==> config.mk <==
export PLATFORM = sky130hd
export DESIGN_NAME = etx_top
export DESIGN_NICKNAME = d
export VERILOG_FILES = /design/src/hdl/etx_pkg.sv /design/src/hdl/etx_link_if.sv /design/src/hdl/etx_top.sv /design/src/hdl/etx_io.sv /design/src/hdl/etx_arbiter.sv /design/src/hdl/etx_cfg.sv /design/src/hdl/etx_fifo.sv
export SDC_FILE = /design/constraint.sdc
export NUM_CORES = 1
export LEC_CHECK = 0
export BUFFER_PORTS_ARGS = -buffer_cell sky130_fd_sc_hd__clkbuf_2
export CAP_MARGIN = 20
export CORE_MARGIN = 2
export CORE_UTILIZATION = 30
export DETAILED_ROUTE_END_ITERATION = 6
export SYNTH_ARGS = -nofsm -noshare
export SYNTH_HDL_FRONTEND = slang
export SYNTH_HIERARCHICAL = 1
export SYNTH_SLANG_ARGS = --single-unit
==> constraint.sdc <==
create_clock -name clk -period 6.65 [get_ports clk]
set_clock_uncertainty 0.1 [all_clocks]
set_input_delay 0.665 -clock clk [delete_from_list [all_inputs] [get_ports clk]]
set_output_delay 0.665 -clock clk [all_outputs]
set_load 0.01 [all_outputs]
==> src/hdl/etx_pkg.sv <==
// Shared packet layout, FIFO and frame constants, register map and state enums
package etx_pkg;

  // Packet and channel sizing
  localparam int PW         = 104;
  localparam int FIFO_DEPTH = 4;
  localparam int FIFO_AW    = $clog2(FIFO_DEPTH);
  localparam int FIFO_CW    = $clog2(FIFO_DEPTH + 1);

  // Data bytes per frame, header byte not included
  localparam int BEATS  = 13;
  localparam int BEAT_W = $clog2(BEATS);

  // Field positions inside a mesh packet
  localparam int WRITE_BIT = 1;
  localparam int CTRL_LSB  = 4;
  localparam int CTRL_W    = 4;

  typedef logic [PW-1:0] packet_t;

  // Header byte sent ahead of each frame
  typedef enum logic [7:0] {
    FK_WRITE = 8'h01,
    FK_READ  = 8'h02,
    FK_RESP  = 8'h03
  } frame_kind_e;

  // Pin stage states
  typedef enum logic [1:0] {
    IO_IDLE = 2'd0,
    IO_HEAD = 2'd1,
    IO_DATA = 2'd2
  } io_state_e;

  // Register map
  typedef enum logic [1:0] {
    REG_CTRL     = 2'd0,
    REG_CTRLMODE = 2'd1,
    REG_COUNT    = 2'd2
  } cfg_addr_e;

  // Writes and read responses share the write wait, read requests use the read wait
  function automatic logic uses_wr_wait(input logic rr, input packet_t packet);
    return rr || packet[WRITE_BIT];
  endfunction

endpackage
==> src/hdl/etx_link_if.sv <==
// Arbiter to pin stage link with packet, response flag and per-class waits
interface etx_link_if
  import etx_pkg::*;
();

  // Held packet, valid while access is high
  logic    access;
  packet_t packet;
  // Marks a read response
  logic    rr;

  // Waits back from the pin stage
  logic    wr_wait;
  logic    rd_wait;

  // Arbiter side
  modport src (
    output access, packet, rr,
    input  wr_wait, rd_wait
  );

  // Pin stage side
  modport dst (
    input  access, packet, rr,
    output wr_wait, rd_wait
  );

endinterface

==> src/hdl/etx_top.sv <==
// Transmit top level with channel FIFOs, register block, arbiter and pin stage
module etx_top
  import etx_pkg::*;
(
  input  logic       clk,
  input  logic       reset,
  // Host channels
  input  logic       wr_access,
  input  packet_t    wr_packet,
  output logic       wr_wait,
  input  logic       rd_access,
  input  packet_t    rd_packet,
  output logic       rd_wait,
  input  logic       rr_access,
  input  packet_t    rr_packet,
  output logic       rr_wait,
  // Register port
  input  logic       cfg_write,
  input  cfg_addr_e  cfg_addr,
  input  logic [7:0] cfg_wdata,
  output logic [7:0] cfg_rdata,
  // Pins
  output logic       tx_frame,
  output logic [7:0] tx_data,
  input  logic       tx_wr_wait,
  input  logic       tx_rd_wait
);

  logic              wr_fifo_access;
  logic              rd_fifo_access;
  logic              rr_fifo_access;
  packet_t           wr_fifo_packet;
  packet_t           rd_fifo_packet;
  packet_t           rr_fifo_packet;
  logic              wr_pop;
  logic              rd_pop;
  logic              rr_pop;
  logic              ctrlmode_bypass;
  logic [CTRL_W-1:0] ctrlmode;
  logic              cfg_wait;
  logic              frame_done;

  etx_link_if link ();

  // One FIFO per channel
  etx_fifo wr_fifo (
    .clk(clk), .reset(reset),
    .in_access(wr_access), .in_packet(wr_packet), .in_wait(wr_wait),
    .out_access(wr_fifo_access), .out_packet(wr_fifo_packet), .pop(wr_pop)
  );

  etx_fifo rd_fifo (
    .clk(clk), .reset(reset),
    .in_access(rd_access), .in_packet(rd_packet), .in_wait(rd_wait),
    .out_access(rd_fifo_access), .out_packet(rd_fifo_packet), .pop(rd_pop)
  );

  etx_fifo rr_fifo (
    .clk(clk), .reset(reset),
    .in_access(rr_access), .in_packet(rr_packet), .in_wait(rr_wait),
    .out_access(rr_fifo_access), .out_packet(rr_fifo_packet), .pop(rr_pop)
  );

  etx_cfg cfg_i (
    .clk(clk), .reset(reset),
    .cfg_write(cfg_write), .cfg_addr(cfg_addr),
    .cfg_wdata(cfg_wdata), .cfg_rdata(cfg_rdata),
    .frame_done(frame_done),
    .ctrlmode_bypass(ctrlmode_bypass), .ctrlmode(ctrlmode), .cfg_wait(cfg_wait)
  );

  etx_arbiter arbiter_i (
    .clk(clk), .reset(reset),
    .wr_access(wr_fifo_access), .rd_access(rd_fifo_access), .rr_access(rr_fifo_access),
    .wr_packet(wr_fifo_packet), .rd_packet(rd_fifo_packet), .rr_packet(rr_fifo_packet),
    .wr_pop(wr_pop), .rd_pop(rd_pop), .rr_pop(rr_pop),
    .ctrlmode_bypass(ctrlmode_bypass), .ctrlmode(ctrlmode), .cfg_wait(cfg_wait),
    .link(link.src)
  );

  etx_io io_i (
    .clk(clk), .reset(reset),
    .link(link.dst),
    .tx_wr_wait(tx_wr_wait), .tx_rd_wait(tx_rd_wait),
    .tx_frame(tx_frame), .tx_data(tx_data), .frame_done(frame_done)
  );

endmodule

==> src/hdl/etx_io.sv <==
// Pin stage FSM sending a header byte and thirteen data bytes per packet
module etx_io
  import etx_pkg::*;
(
  input  logic       clk,
  input  logic       reset,
  etx_link_if.dst    link,
  input  logic       tx_wr_wait,
  input  logic       tx_rd_wait,
  output logic       tx_frame,
  output logic [7:0] tx_data,
  output logic       frame_done
);

  io_state_e         state_q;
  logic [BEAT_W-1:0] beat_q;
  packet_t           shift_q;
  frame_kind_e       kind_q;
  logic              held_wait;
  logic              take;
  logic              last_beat;

  // Busy or remote stall holds the arbiter off
  assign link.wr_wait = (state_q != IO_IDLE) || tx_wr_wait;
  assign link.rd_wait = (state_q != IO_IDLE) || tx_rd_wait;

  // Low class wait means idle and remote ready
  assign held_wait = uses_wr_wait(link.rr, link.packet) ? link.wr_wait : link.rd_wait;
  assign take      = link.access && (state_q == IO_IDLE) && !held_wait;
  assign last_beat = (state_q == IO_DATA) && (beat_q == BEAT_W'(BEATS - 1));

  // ############################################################
  // State and beat counter
  // ############################################################

  always_ff @(posedge clk)
  begin
    if (reset)
    begin
      state_q <= IO_IDLE;
      beat_q  <= '0;
    end
    else
    begin
      case (state_q)
        IO_IDLE:
          if (take)
            state_q <= IO_HEAD;
        IO_HEAD:
        begin
          state_q <= IO_DATA;
          beat_q  <= '0;
        end
        IO_DATA:
        begin
          beat_q <= beat_q + 1'b1;
          if (last_beat)
            state_q <= IO_IDLE;
        end
        default: state_q <= IO_IDLE;
      endcase
    end
  end

  // Packet shifter and header kind, least significant byte leaves first
  always_ff @(posedge clk)
  begin
    if (take)
    begin
      shift_q <= link.packet;
      if (link.rr)
        kind_q <= FK_RESP;
      else if (link.packet[WRITE_BIT])
        kind_q <= FK_WRITE;
      else
        kind_q <= FK_READ;
    end
    else if (state_q == IO_DATA)
      shift_q <= shift_q >> 8;
  end

  // ############################################################
  // Pins
  // ############################################################

  assign tx_frame   = (state_q != IO_IDLE);
  assign frame_done = last_beat;

  always_comb
  begin
    case (state_q)
      IO_HEAD: tx_data = kind_q;
      IO_DATA: tx_data = shift_q[7:0];
      default: tx_data = 8'h00;
    endcase
  end

  // Frame is header plus BEATS data bytes, then tx_frame drops
  assert property (@(posedge clk) disable iff (reset) $rose(tx_frame) |-> ##(BEATS) frame_done);
  assert property (@(posedge clk) disable iff (reset) frame_done |=> !tx_frame);
  assert property (@(posedge clk) disable iff (reset) $fell(tx_frame) |-> $past(frame_done));

endmodule

==> src/hdl/etx_arbiter.sv <==
// Fixed-priority channel arbiter with control-mode insertion and a registered link stage
module etx_arbiter
  import etx_pkg::*;
(
  input  logic              clk,
  input  logic              reset,
  input  logic              wr_access,
  input  logic              rd_access,
  input  logic              rr_access,
  input  packet_t           wr_packet,
  input  packet_t           rd_packet,
  input  packet_t           rr_packet,
  output logic              wr_pop,
  output logic              rd_pop,
  output logic              rr_pop,
  input  logic              ctrlmode_bypass,
  input  logic [CTRL_W-1:0] ctrlmode,
  input  logic              cfg_wait,
  etx_link_if.src           link
);

  // Overwrite the control-mode field when bypass is set
  function automatic packet_t insert_ctrlmode(
    input packet_t           packet,
    input logic              bypass,
    input logic [CTRL_W-1:0] mode
  );
    packet_t result;
    result = packet;
    if (bypass)
      result[CTRL_LSB +: CTRL_W] = mode;
    return result;
  endfunction

  // ############################################################
  // Grants, write first, then read request, then response
  // ############################################################

  logic    wr_grant;
  logic    rd_grant;
  logic    rr_grant;
  logic    wr_ok;
  logic    rd_ok;
  logic    take_in;
  logic    held_wait;
  logic    taken;
  logic    reg_free;
  logic    load;
  packet_t mux_packet;

  assign wr_grant = wr_access;
  assign rd_grant = rd_access && !wr_access;
  assign rr_grant = rr_access && !wr_access && !rd_access;

  // Per-class go, responses ride on the write wait
  assign wr_ok = !cfg_wait && !link.wr_wait;
  assign rd_ok = !cfg_wait && !link.rd_wait;

  assign take_in = (wr_grant && wr_ok) || (rd_grant && rd_ok) || (rr_grant && wr_ok);

  // Pin stage takes the held packet when its class wait is low
  assign held_wait = uses_wr_wait(link.rr, link.packet) ? link.wr_wait : link.rd_wait;
  assign taken     = link.access && !held_wait;
  assign reg_free  = !link.access || taken;
  assign load      = take_in && reg_free;

  assign wr_pop = wr_grant && wr_ok && reg_free;
  assign rd_pop = rd_grant && rd_ok && reg_free;
  assign rr_pop = rr_grant && wr_ok && reg_free;

  // Priority mux, responses pass unchanged
  always_comb
  begin
    if (wr_grant)
      mux_packet = insert_ctrlmode(wr_packet, ctrlmode_bypass, ctrlmode);
    else if (rd_grant)
      mux_packet = insert_ctrlmode(rd_packet, ctrlmode_bypass, ctrlmode);
    else
      mux_packet = rr_packet;
  end

  // ############################################################
  // Output register
  // ############################################################

  always_ff @(posedge clk)
  begin
    if (reset)
    begin
      link.access <= 1'b0;
      link.rr     <= 1'b0;
    end
    else if (load)
    begin
      link.access <= 1'b1;
      link.rr     <= rr_grant;
    end
    else if (taken)
      link.access <= 1'b0;
  end

  always_ff @(posedge clk)
  begin
    if (load)
      link.packet <= mux_packet;
  end

  // At most one channel popped per cycle
  assert property (@(posedge clk) disable iff (reset) $onehot0({wr_pop, rd_pop, rr_pop}));
  // A held packet stays put until the pin stage takes it
  assert property (@(posedge clk) disable iff (reset)
    (link.access && !taken) |=> (link.access && $stable(link.packet) && $stable(link.rr)));

endmodule

==> src/hdl/etx_cfg.sv <==
// Control, control-mode and frame-count registers with combinational read decode
module etx_cfg
  import etx_pkg::*;
(
  input  logic              clk,
  input  logic              reset,
  input  logic              cfg_write,
  input  cfg_addr_e         cfg_addr,
  input  logic [7:0]        cfg_wdata,
  output logic [7:0]        cfg_rdata,
  input  logic              frame_done,
  output logic              ctrlmode_bypass,
  output logic [CTRL_W-1:0] ctrlmode,
  output logic              cfg_wait
);

  // ############################################################
  // Registers
  // ############################################################

  logic              enable;
  logic              bypass;
  logic [CTRL_W-1:0] mode;
  logic [7:0]        frame_count;

  always_ff @(posedge clk)
  begin
    if (reset)
    begin
      enable <= 1'b0;
      bypass <= 1'b0;
      mode   <= '0;
    end
    else if (cfg_write)
    begin
      case (cfg_addr)
        REG_CTRL:
        begin
          enable <= cfg_wdata[0];
          bypass <= cfg_wdata[1];
        end
        REG_CTRLMODE:
          mode <= cfg_wdata[CTRL_W-1:0];
        // Count is read only
        default: ;
      endcase
    end
  end

  // Frame counter, wraps at 8 bits
  always_ff @(posedge clk)
  begin
    if (reset)
      frame_count <= '0;
    else if (frame_done)
      frame_count <= frame_count + 1'b1;
  end

  // ############################################################
  // Outputs
  // ############################################################

  // Hold the arbiter off while disabled
  assign cfg_wait        = !enable;
  assign ctrlmode_bypass = bypass;
  assign ctrlmode        = mode;

  always_comb
  begin
    case (cfg_addr)
      REG_CTRL:     cfg_rdata = {6'b0, bypass, enable};
      REG_CTRLMODE: cfg_rdata = {{(8 - CTRL_W){1'b0}}, mode};
      REG_COUNT:    cfg_rdata = frame_count;
      default:      cfg_rdata = 8'h00;
    endcase
  end

endmodule

==> src/hdl/etx_fifo.sv <==
// Per-channel packet FIFO with access/wait on the push side and access/pop on the pull side
module etx_fifo
  import etx_pkg::*;
(
  input  logic    clk,
  input  logic    reset,
  input  logic    in_access,
  input  packet_t in_packet,
  output logic    in_wait,
  output logic    out_access,
  output packet_t out_packet,
  input  logic    pop
);

  // Storage, no reset needed on payload
  packet_t mem [FIFO_DEPTH];

  logic [FIFO_AW-1:0] wr_ptr;
  logic [FIFO_AW-1:0] rd_ptr;
  logic [FIFO_CW-1:0] count;
  logic               push;

  // Full doubles as the host wait
  assign in_wait    = (count == FIFO_CW'(FIFO_DEPTH));
  assign out_access = (count != '0);
  assign out_packet = mem[rd_ptr];
  assign push       = in_access && !in_wait;

  always_ff @(posedge clk)
  begin
    if (push)
    begin
      mem[wr_ptr] <= in_packet;
    end
  end

  // Pointers wrap on their own, depth is a power of two
  always_ff @(posedge clk)
  begin
    if (reset)
    begin
      wr_ptr <= '0;
      rd_ptr <= '0;
      count  <= '0;
    end
    else
    begin
      if (push)
        wr_ptr <= wr_ptr + 1'b1;
      if (pop)
        rd_ptr <= rd_ptr + 1'b1;
      case ({push, pop})
        2'b10:   count <= count + 1'b1;
        2'b01:   count <= count - 1'b1;
        default: count <= count;
      endcase
    end
  end

  // Occupancy never runs past the depth
  assert property (@(posedge clk) disable iff (reset) count <= FIFO_CW'(FIFO_DEPTH));
  // Arbiter only pops a non-empty FIFO
  assert property (@(posedge clk) disable iff (reset) pop |-> out_access);

endmodule

# Word level (Yosys, flattened, before mapping)
# Memory sizes are Yosys's and may differ from the RTL's. A register that Yosys moved wholly into a read port is not among the register bits.
# Cells that the tools add are included.
# word_totals
ff_bits	259
ramBits	1248
out_inout_bits	20
n_memories	3
# memory_table
name	words	word_bits	read_ports	rd_ports_with_merged_regs	wr	line	text
rd_fifo.mem	4	104	1	1	1	etx_fifo.sv:16	packet_t mem [FIFO_DEPTH];
rr_fifo.mem	4	104	1	1	1	etx_fifo.sv:16	
wr_fifo.mem	4	104	1	1	1	etx_fifo.sv:16	
# classes
add_sub_neg	14
n_eq_ne	16
mux	31
n_reduce_logical	49
# ops
op	n
2-to-1 mux 104 bit	4
one-hot mux 8 bit (3 select lines)	1
logical AND 1 bit	19
2-to-1 mux 2 bit	9
one-hot mux 3 bit (2 select lines)	3
one-hot mux 8 bit (2 select lines)	1
nonzero test 2 bit	7
adder 2 x 1 -> 2 bit (second input constant)	6
equality test 2 x 1 -> 1 bit (second input constant)	5
equality test 2 bit (second input constant)	5
adder 3 x 1 -> 3 bit (second input constant)	3
equality test 3 bit (second input constant)	3
logical NOT 1 bit	9
2-to-1 mux 1 bit	9
nonzero test 3 bit	3
subtractor 3 x 1 -> 3 bit (second input constant)	3
adder 8 x 1 -> 8 bit (second input constant)	1
2-to-1 mux 4 bit	2
one-hot mux 4 bit (2 select lines)	1
logical OR 1 bit	6
one-hot mux 2 bit (3 select lines)	1
AND reduction 2 bit	3
adder 4 x 1 -> 4 bit (second input constant)	1
equality test 4 bit (second input constant)	1
other kinds (3)	4

# Longest topological paths before layout
# depth
word_depth	9
mapped_depth	12
ltp_nobuf	12

# Modules after synthesis
# The synthesis kept the hierarchy.
# modules_own_cells
module	n_inst	cells_each	area_each_um2	seq_area_each_um2
etx_fifo	3	595	15481.1	12672.2
etx_arbiter	1	487	5539.1	3163.0
etx_io	1	285	4963.5	3303.2
etx_cfg	1	77	655.6	280.3

# Worst setup path before layout
# OpenSTA, ideal clock, no wires.
# synth_path
path_type	flip-flop to flip-flop
startpoint	register wr_fifo.count[1]
endpoint	register arbiter_i.link.packet[0] (enable)
t_arrival_ns	6.366
required_time_ns	5.949
setup_slack_ns	-0.417
path_stages_with_launch	5
n_path_buf	1
period_less_slack_ns	7.067
cell_sequence	dfxtp_1 or3_1 buf_6 or4b_4 a21oi_1
# synth_via
elab_chain_cells	7
# synth_lines
element	line	text
start, declared	etx_fifo.sv:20	logic [FIFO_CW-1:0] count;
start signal, assigned	etx_fifo.sv:53	2'b10: count <= count + 1'b1;
start signal, assigned	etx_fifo.sv:54	2'b01: count <= count - 1'b1;
start signal, assigned	etx_fifo.sv:55	default: count <= count;
nonzero test 3 bit (*)	etx_fifo.sv:25	assign out_access = (count != '0);
via wr_fifo_access	etx_top.sv:29	logic wr_fifo_access;
logical NOT 1 bit	etx_arbiter.sv:52, etx_arbiter.sv:53	
logical AND 1 bit, on equally long branches	etx_arbiter.sv:52, etx_arbiter.sv:53	
logical AND 1 bit, on equally long branches	etx_arbiter.sv:59, etx_arbiter.sv:53	
logical OR 1 bit or logical AND 1 bit (tied branches)	etx_arbiter.sv:59	assign take_in = (wr_grant && wr_ok) || (rd_grant && rd_ok) || (rr_grant && wr_ok);
logical OR 1 bit (*)	etx_arbiter.sv:59	
logical AND 1 bit (*)	etx_arbiter.sv:65	assign load = take_in && reg_free;
via arbiter_i.load	etx_arbiter.sv:48	logic load;
end signal, assigned	etx_arbiter.sv:105	link.packet <= mux_packet;
end, declared	etx_link_if.sv:18	output access, packet, rr,
# The timed path passes the listed nets; every way through them passes the cells marked *.
# A chain may end at the register's enable or synchronous reset.

# Worst setup path after layout
# layout_path
startpoint	register wr_fifo.count[0]
endpoint	register wr_fifo.count[2]
# layout_via
elab_chain_cells	5
# layout_lines
element	line	text
nonzero test 3 bit (*)	etx_fifo.sv:25	
via wr_fifo_access	etx_top.sv:29	
logical AND 1 bit (*) (2 in series)	etx_arbiter.sv:67	assign wr_pop = wr_grant && wr_ok && reg_free;
via wr_pop	etx_top.sv:35	logic wr_pop;
equality test 2 x 1 -> 1 bit or equality test 2 bit (tied branches)	etx_fifo.sv:52	case ({push, pop})
one-hot mux 3 bit (2 select lines) or nonzero test 2 bit (tied branches)	--	
# Marked as above.

==> results.md <==
* Flop and latch count out of synthesis at around 1500
* Hold path startpoint: cfg_write
* Top cells by area, synth: sky130_fd_sc_hd__edfxtp_1 76%, sky130_fd_sc_hd__mux4_2 12%, sky130_fd_sc_hd__mux2i_1 2.1%
* Pins over their slew limit at 0
* Unrepaired setup endpoints after global routing: no
* Power density relative to cell area at 295.2 mW/mm^2
* Leading post-synthesis cells by instance count: 1458 x sky130_fd_sc_hd__edfxtp_1, 312 x sky130_fd_sc_hd__mux4_2, 119 x sky130_fd_sc_hd__nand2_1
* Global-route congestion overflow total at 0
* Outcome: complete, no violations
* Cell with the most instances after synthesis: sky130_fd_sc_hd__edfxtp_1
* H-tree level count at 4
* Cts repair resizes at 0
* Final setup violation count at 0
* Met2 usage at 0.2552
* Worst reg2reg setup slack at 2990 ps
* Maximum frequency from static timing analysis at approximately 0.27 GHz
* Multi-input logic area at 0.01190 mm^2
* Cell count after synthesis at about 2600
* Number of enable flip-flop cells after synthesis at around 1500
* Skew-Pair Late Insertion Delay at 810 ps
* Busiest metal layer after global routing: met2
* Core area at 0.1904 mm^2
* Data required time of the worst path at around 7300 ps
* Worst Path Class, Setup: reg -> reg
* Die boundary height at 442.2 um
* Worst slew margin at 0.2461
* Worst-path fanout max at just over 90
* Tightest hold margin at a little over 100 ps
* Hold Path Cell Cnt at 3
* Total leakage power at 22.73 nW
* Area growth syn-to-layout at 21.90%
* Combined area of all synthesized cells at 0.05760 mm^2
* Final period demand of the worst path at 3656 ps
* Worst r2r dst: wr_fifo/count[2]$_SDFFE_PP0P_
* Final total negative setup slack at 0 ps
* First-iteration detailed-routing DRC count at 2225
* Routed via count divided by cell count at 4.661
* Sequential fraction of the synthesis area at 0.7771
* Number of global-route vias before repair at 29482
* Pin count of the biggest net entering global routing at 105
* Ratio of cells with drive above 1 in the final layout at 0.2958
* End of the worst hold path: cfg_i/ctrlmode[0]$_SDFFE_PP0P_
* Total number of nets in the final design at around 3700
* Share of Yosys cell area claimed by the top area cell type at 0.7601
* Total global-route track usage at 0.1481
* Root buffer cell: sky130_fd_sc_hd__clkbuf_16
* Number of antenna violations at the first check in global routing at 58
* First-pass GRT wire length at about 210000 um
* Final critical-path share of the clock period at 0.5498
* Transition time at the pin with the least slew margin at between 1000 and 1500 ps
* Top cell type by total area after synthesis: sky130_fd_sc_hd__edfxtp_1
* Remaining antenna violation count after routing at 0
* DRT Pass-1 Iters at 5
* Nets in the synthesized netlist at 2989
* Final wirelength at 146000 um
* Die area at 0.1955 mm^2
* Floorplan die width at 442.2 um
* Via Count at 28102
* Startpoint types: register
* Quantity of I/O buffers inserted on ports at approximately 350
* Worst hold path type: in -> reg
* Number of sinks handled by clock tree synthesis at 1507
* Clock tree from TritonCTS: built
* Reg2reg path depth at 9
* Launching point of the worst reg2reg path: wr_fifo/count[0]$_SDFFE_PP0P_
* Number of fill cells at 17453
* Drt drc at 0
* Met3 Resource Use GR at 0.02871
* Final weighted congestion in routability-driven placement at around 0.75
* Setup fix buffers added after clock tree synthesis at 0
* VDD IR-drop max at 0.0003000 V
* Number of buffers created by CTS at around 150
* Commonest register cell after synthesis: sky130_fd_sc_hd__edfxtp_1
* Starting utilization of the core area at 0.3026
* FP Rows at 160
* HPWL after DPL at between 80000 and 90000 um
* Count of max-cap constraint violations at 0
* Wire length per cell after detailed routing at 24.22 um
* Flip-flop and latch area at 0.04479 mm^2
* Met1 global-route usage at 0.1874
* Yosys warning count at 6
* Maximum clock insertion buffer count at 3
* Final number of hold-violating endpoints at 0
* Ports at 350
* Number of distinct library cells after synthesis at 46
* CP Data Arrival Time at ~4300 ps
* Synthesized area per cell at 21.87 um^2
* Proportion of synthesized flip-flops having asynchronous set or reset at 0
* Crit. End Element: register
* Register clock-pin slew on the reported worst setup and hold paths at 60 ps
-- worst max-delay path by stage --
| stage | from | end | slack [ps] |
|---|---|---|---|
| 2_1_floorplan | wr_fifo/count[1]$_SDFFE_PP0P_ | arbiter_i/link.packet[0]$_DFFE_PP_ | 1690 |
| 3_3_place_gp | wr_fifo/count[1]$_SDFFE_PP0P_ | arbiter_i/link.packet[80]$_DFFE_PP_ | 2760 |
| 3_5_place_dp | wr_fifo/count[0]$_SDFFE_PP0P_ | wr_fifo/count[2]$_SDFFE_PP0P_ | 2950 |
| 4_1_cts | wr_fifo/count[0]$_SDFFE_PP0P_ | wr_fifo/count[2]$_SDFFE_PP0P_ | 2920 |
| 5_1_grt | wr_fifo/count[0]$_SDFFE_PP0P_ | wr_fifo/count[2]$_SDFFE_PP0P_ | 2680 |
| 6_report | wr_fifo/count[0]$_SDFFE_PP0P_ | wr_fifo/count[2]$_SDFFE_PP0P_ | 2990 |
-- cell families after synthesis --
kind of cell	count (synthesis)	synth area share
and+or+nand+nor	247	0.02046
xor gates and xnor gates	16	0.002433
AOI/OAI and AO/OA	154	0.01414
muxes	526	0.1625
adders and majority gates	25	0.005821
buffers and inverters	159	0.01753
DFF	1507	0.7771
-- state kept, by name (all words and copies together) (netlist names), 3 cells and up, named ones only --
signal	cells
rd_fifo/mem	416
rr_fifo/mem	416
wr_fifo/mem	416
arbiter_i/link.packet	104
io_i/shift_q	104
cfg_i/frame_count	8
cfg_i/ctrlmode	4
io_i/beat_q	4
rd_fifo/count	3
rr_fifo/count	3
wr_fifo/count	3
-- cell type report --
class / instances / area share
Timing Repair Buffer: 703 / 0.07609
Clock inverter: 89 / 0.01117
Tap cell: 2511 / 0.04474
Clock buffer: 190 / 0.05802
Inverter: 32 / 0.001711
Multi-Input combinational cell: 968 / 0.1694
Sequential cell: 1507 / 0.6378
Antenna cell: 29 / 0.001034
-- layout by cell type (no fill, tap or decap), drive strengths merged, types with 42 or more instances in the layout --
cell            n
dfxtp          49
buf            42
o21ai         114
clkbuf        535
mux2           96
mux4          312
dlygate4sd3   316
mux2i         118
edfxtp       1458
clkinv         70
nand2         119
-- layer usage --
metal | part of all wire | vias up
met5 | 0.00048 | -
met4 | 0.026 | 14
met3 | 0.046 | 238
met2 | 0.51 | 705
met1 | 0.42 | 14842
li1 | - | 12303
-- per-stage QoR --
step	setup WS, ps	power, W	utilization	std cells	cell area (um^2)
floorplan	1686	0.01185	-	2634	57610
global placement	2761	0.01239	0.3262	5404	62100
detailed placement	2950	0.01243	0.3263	5405	62120
CTS	2922	0.02099	0.3684	6000	70140
global route	2680	0.02145	0.3688	6025	70210
finish	2994	0.02073	0.3688	6029	70220
-- worst max-delay path, stage by stage (launching register included) --
cell	delay, ps
sky130_fd_sc_hd__dfxtp_1	390
sky130_fd_sc_hd__or3_4	560
sky130_fd_sc_hd__buf_4	880
sky130_fd_sc_hd__and3_1	380
sky130_fd_sc_hd__ha_1	210
sky130_fd_sc_hd__inv_1	60
sky130_fd_sc_hd__fa_1	370
sky130_fd_sc_hd__xor2_1	170
sky130_fd_sc_hd__or3_1	310
sky130_fd_sc_hd__a21oi_1	140
-- what timing repair did --
item | in CTS | in global routing
setup endpoints to repair | 0 | 0
hold buffers | 316 | 0
endpoints found under the hold margin | 1254 | 0
-- report_power, final --
part           switching (W)  internal, W  leakage, nW  total (W)
sequential         0.0000860       0.0108         13.8     0.0109
clock                0.00362      0.00473         2.38    0.00835
combinational       0.000876     0.000567         6.58    0.00144
Power figures use the tool's default switching activity.
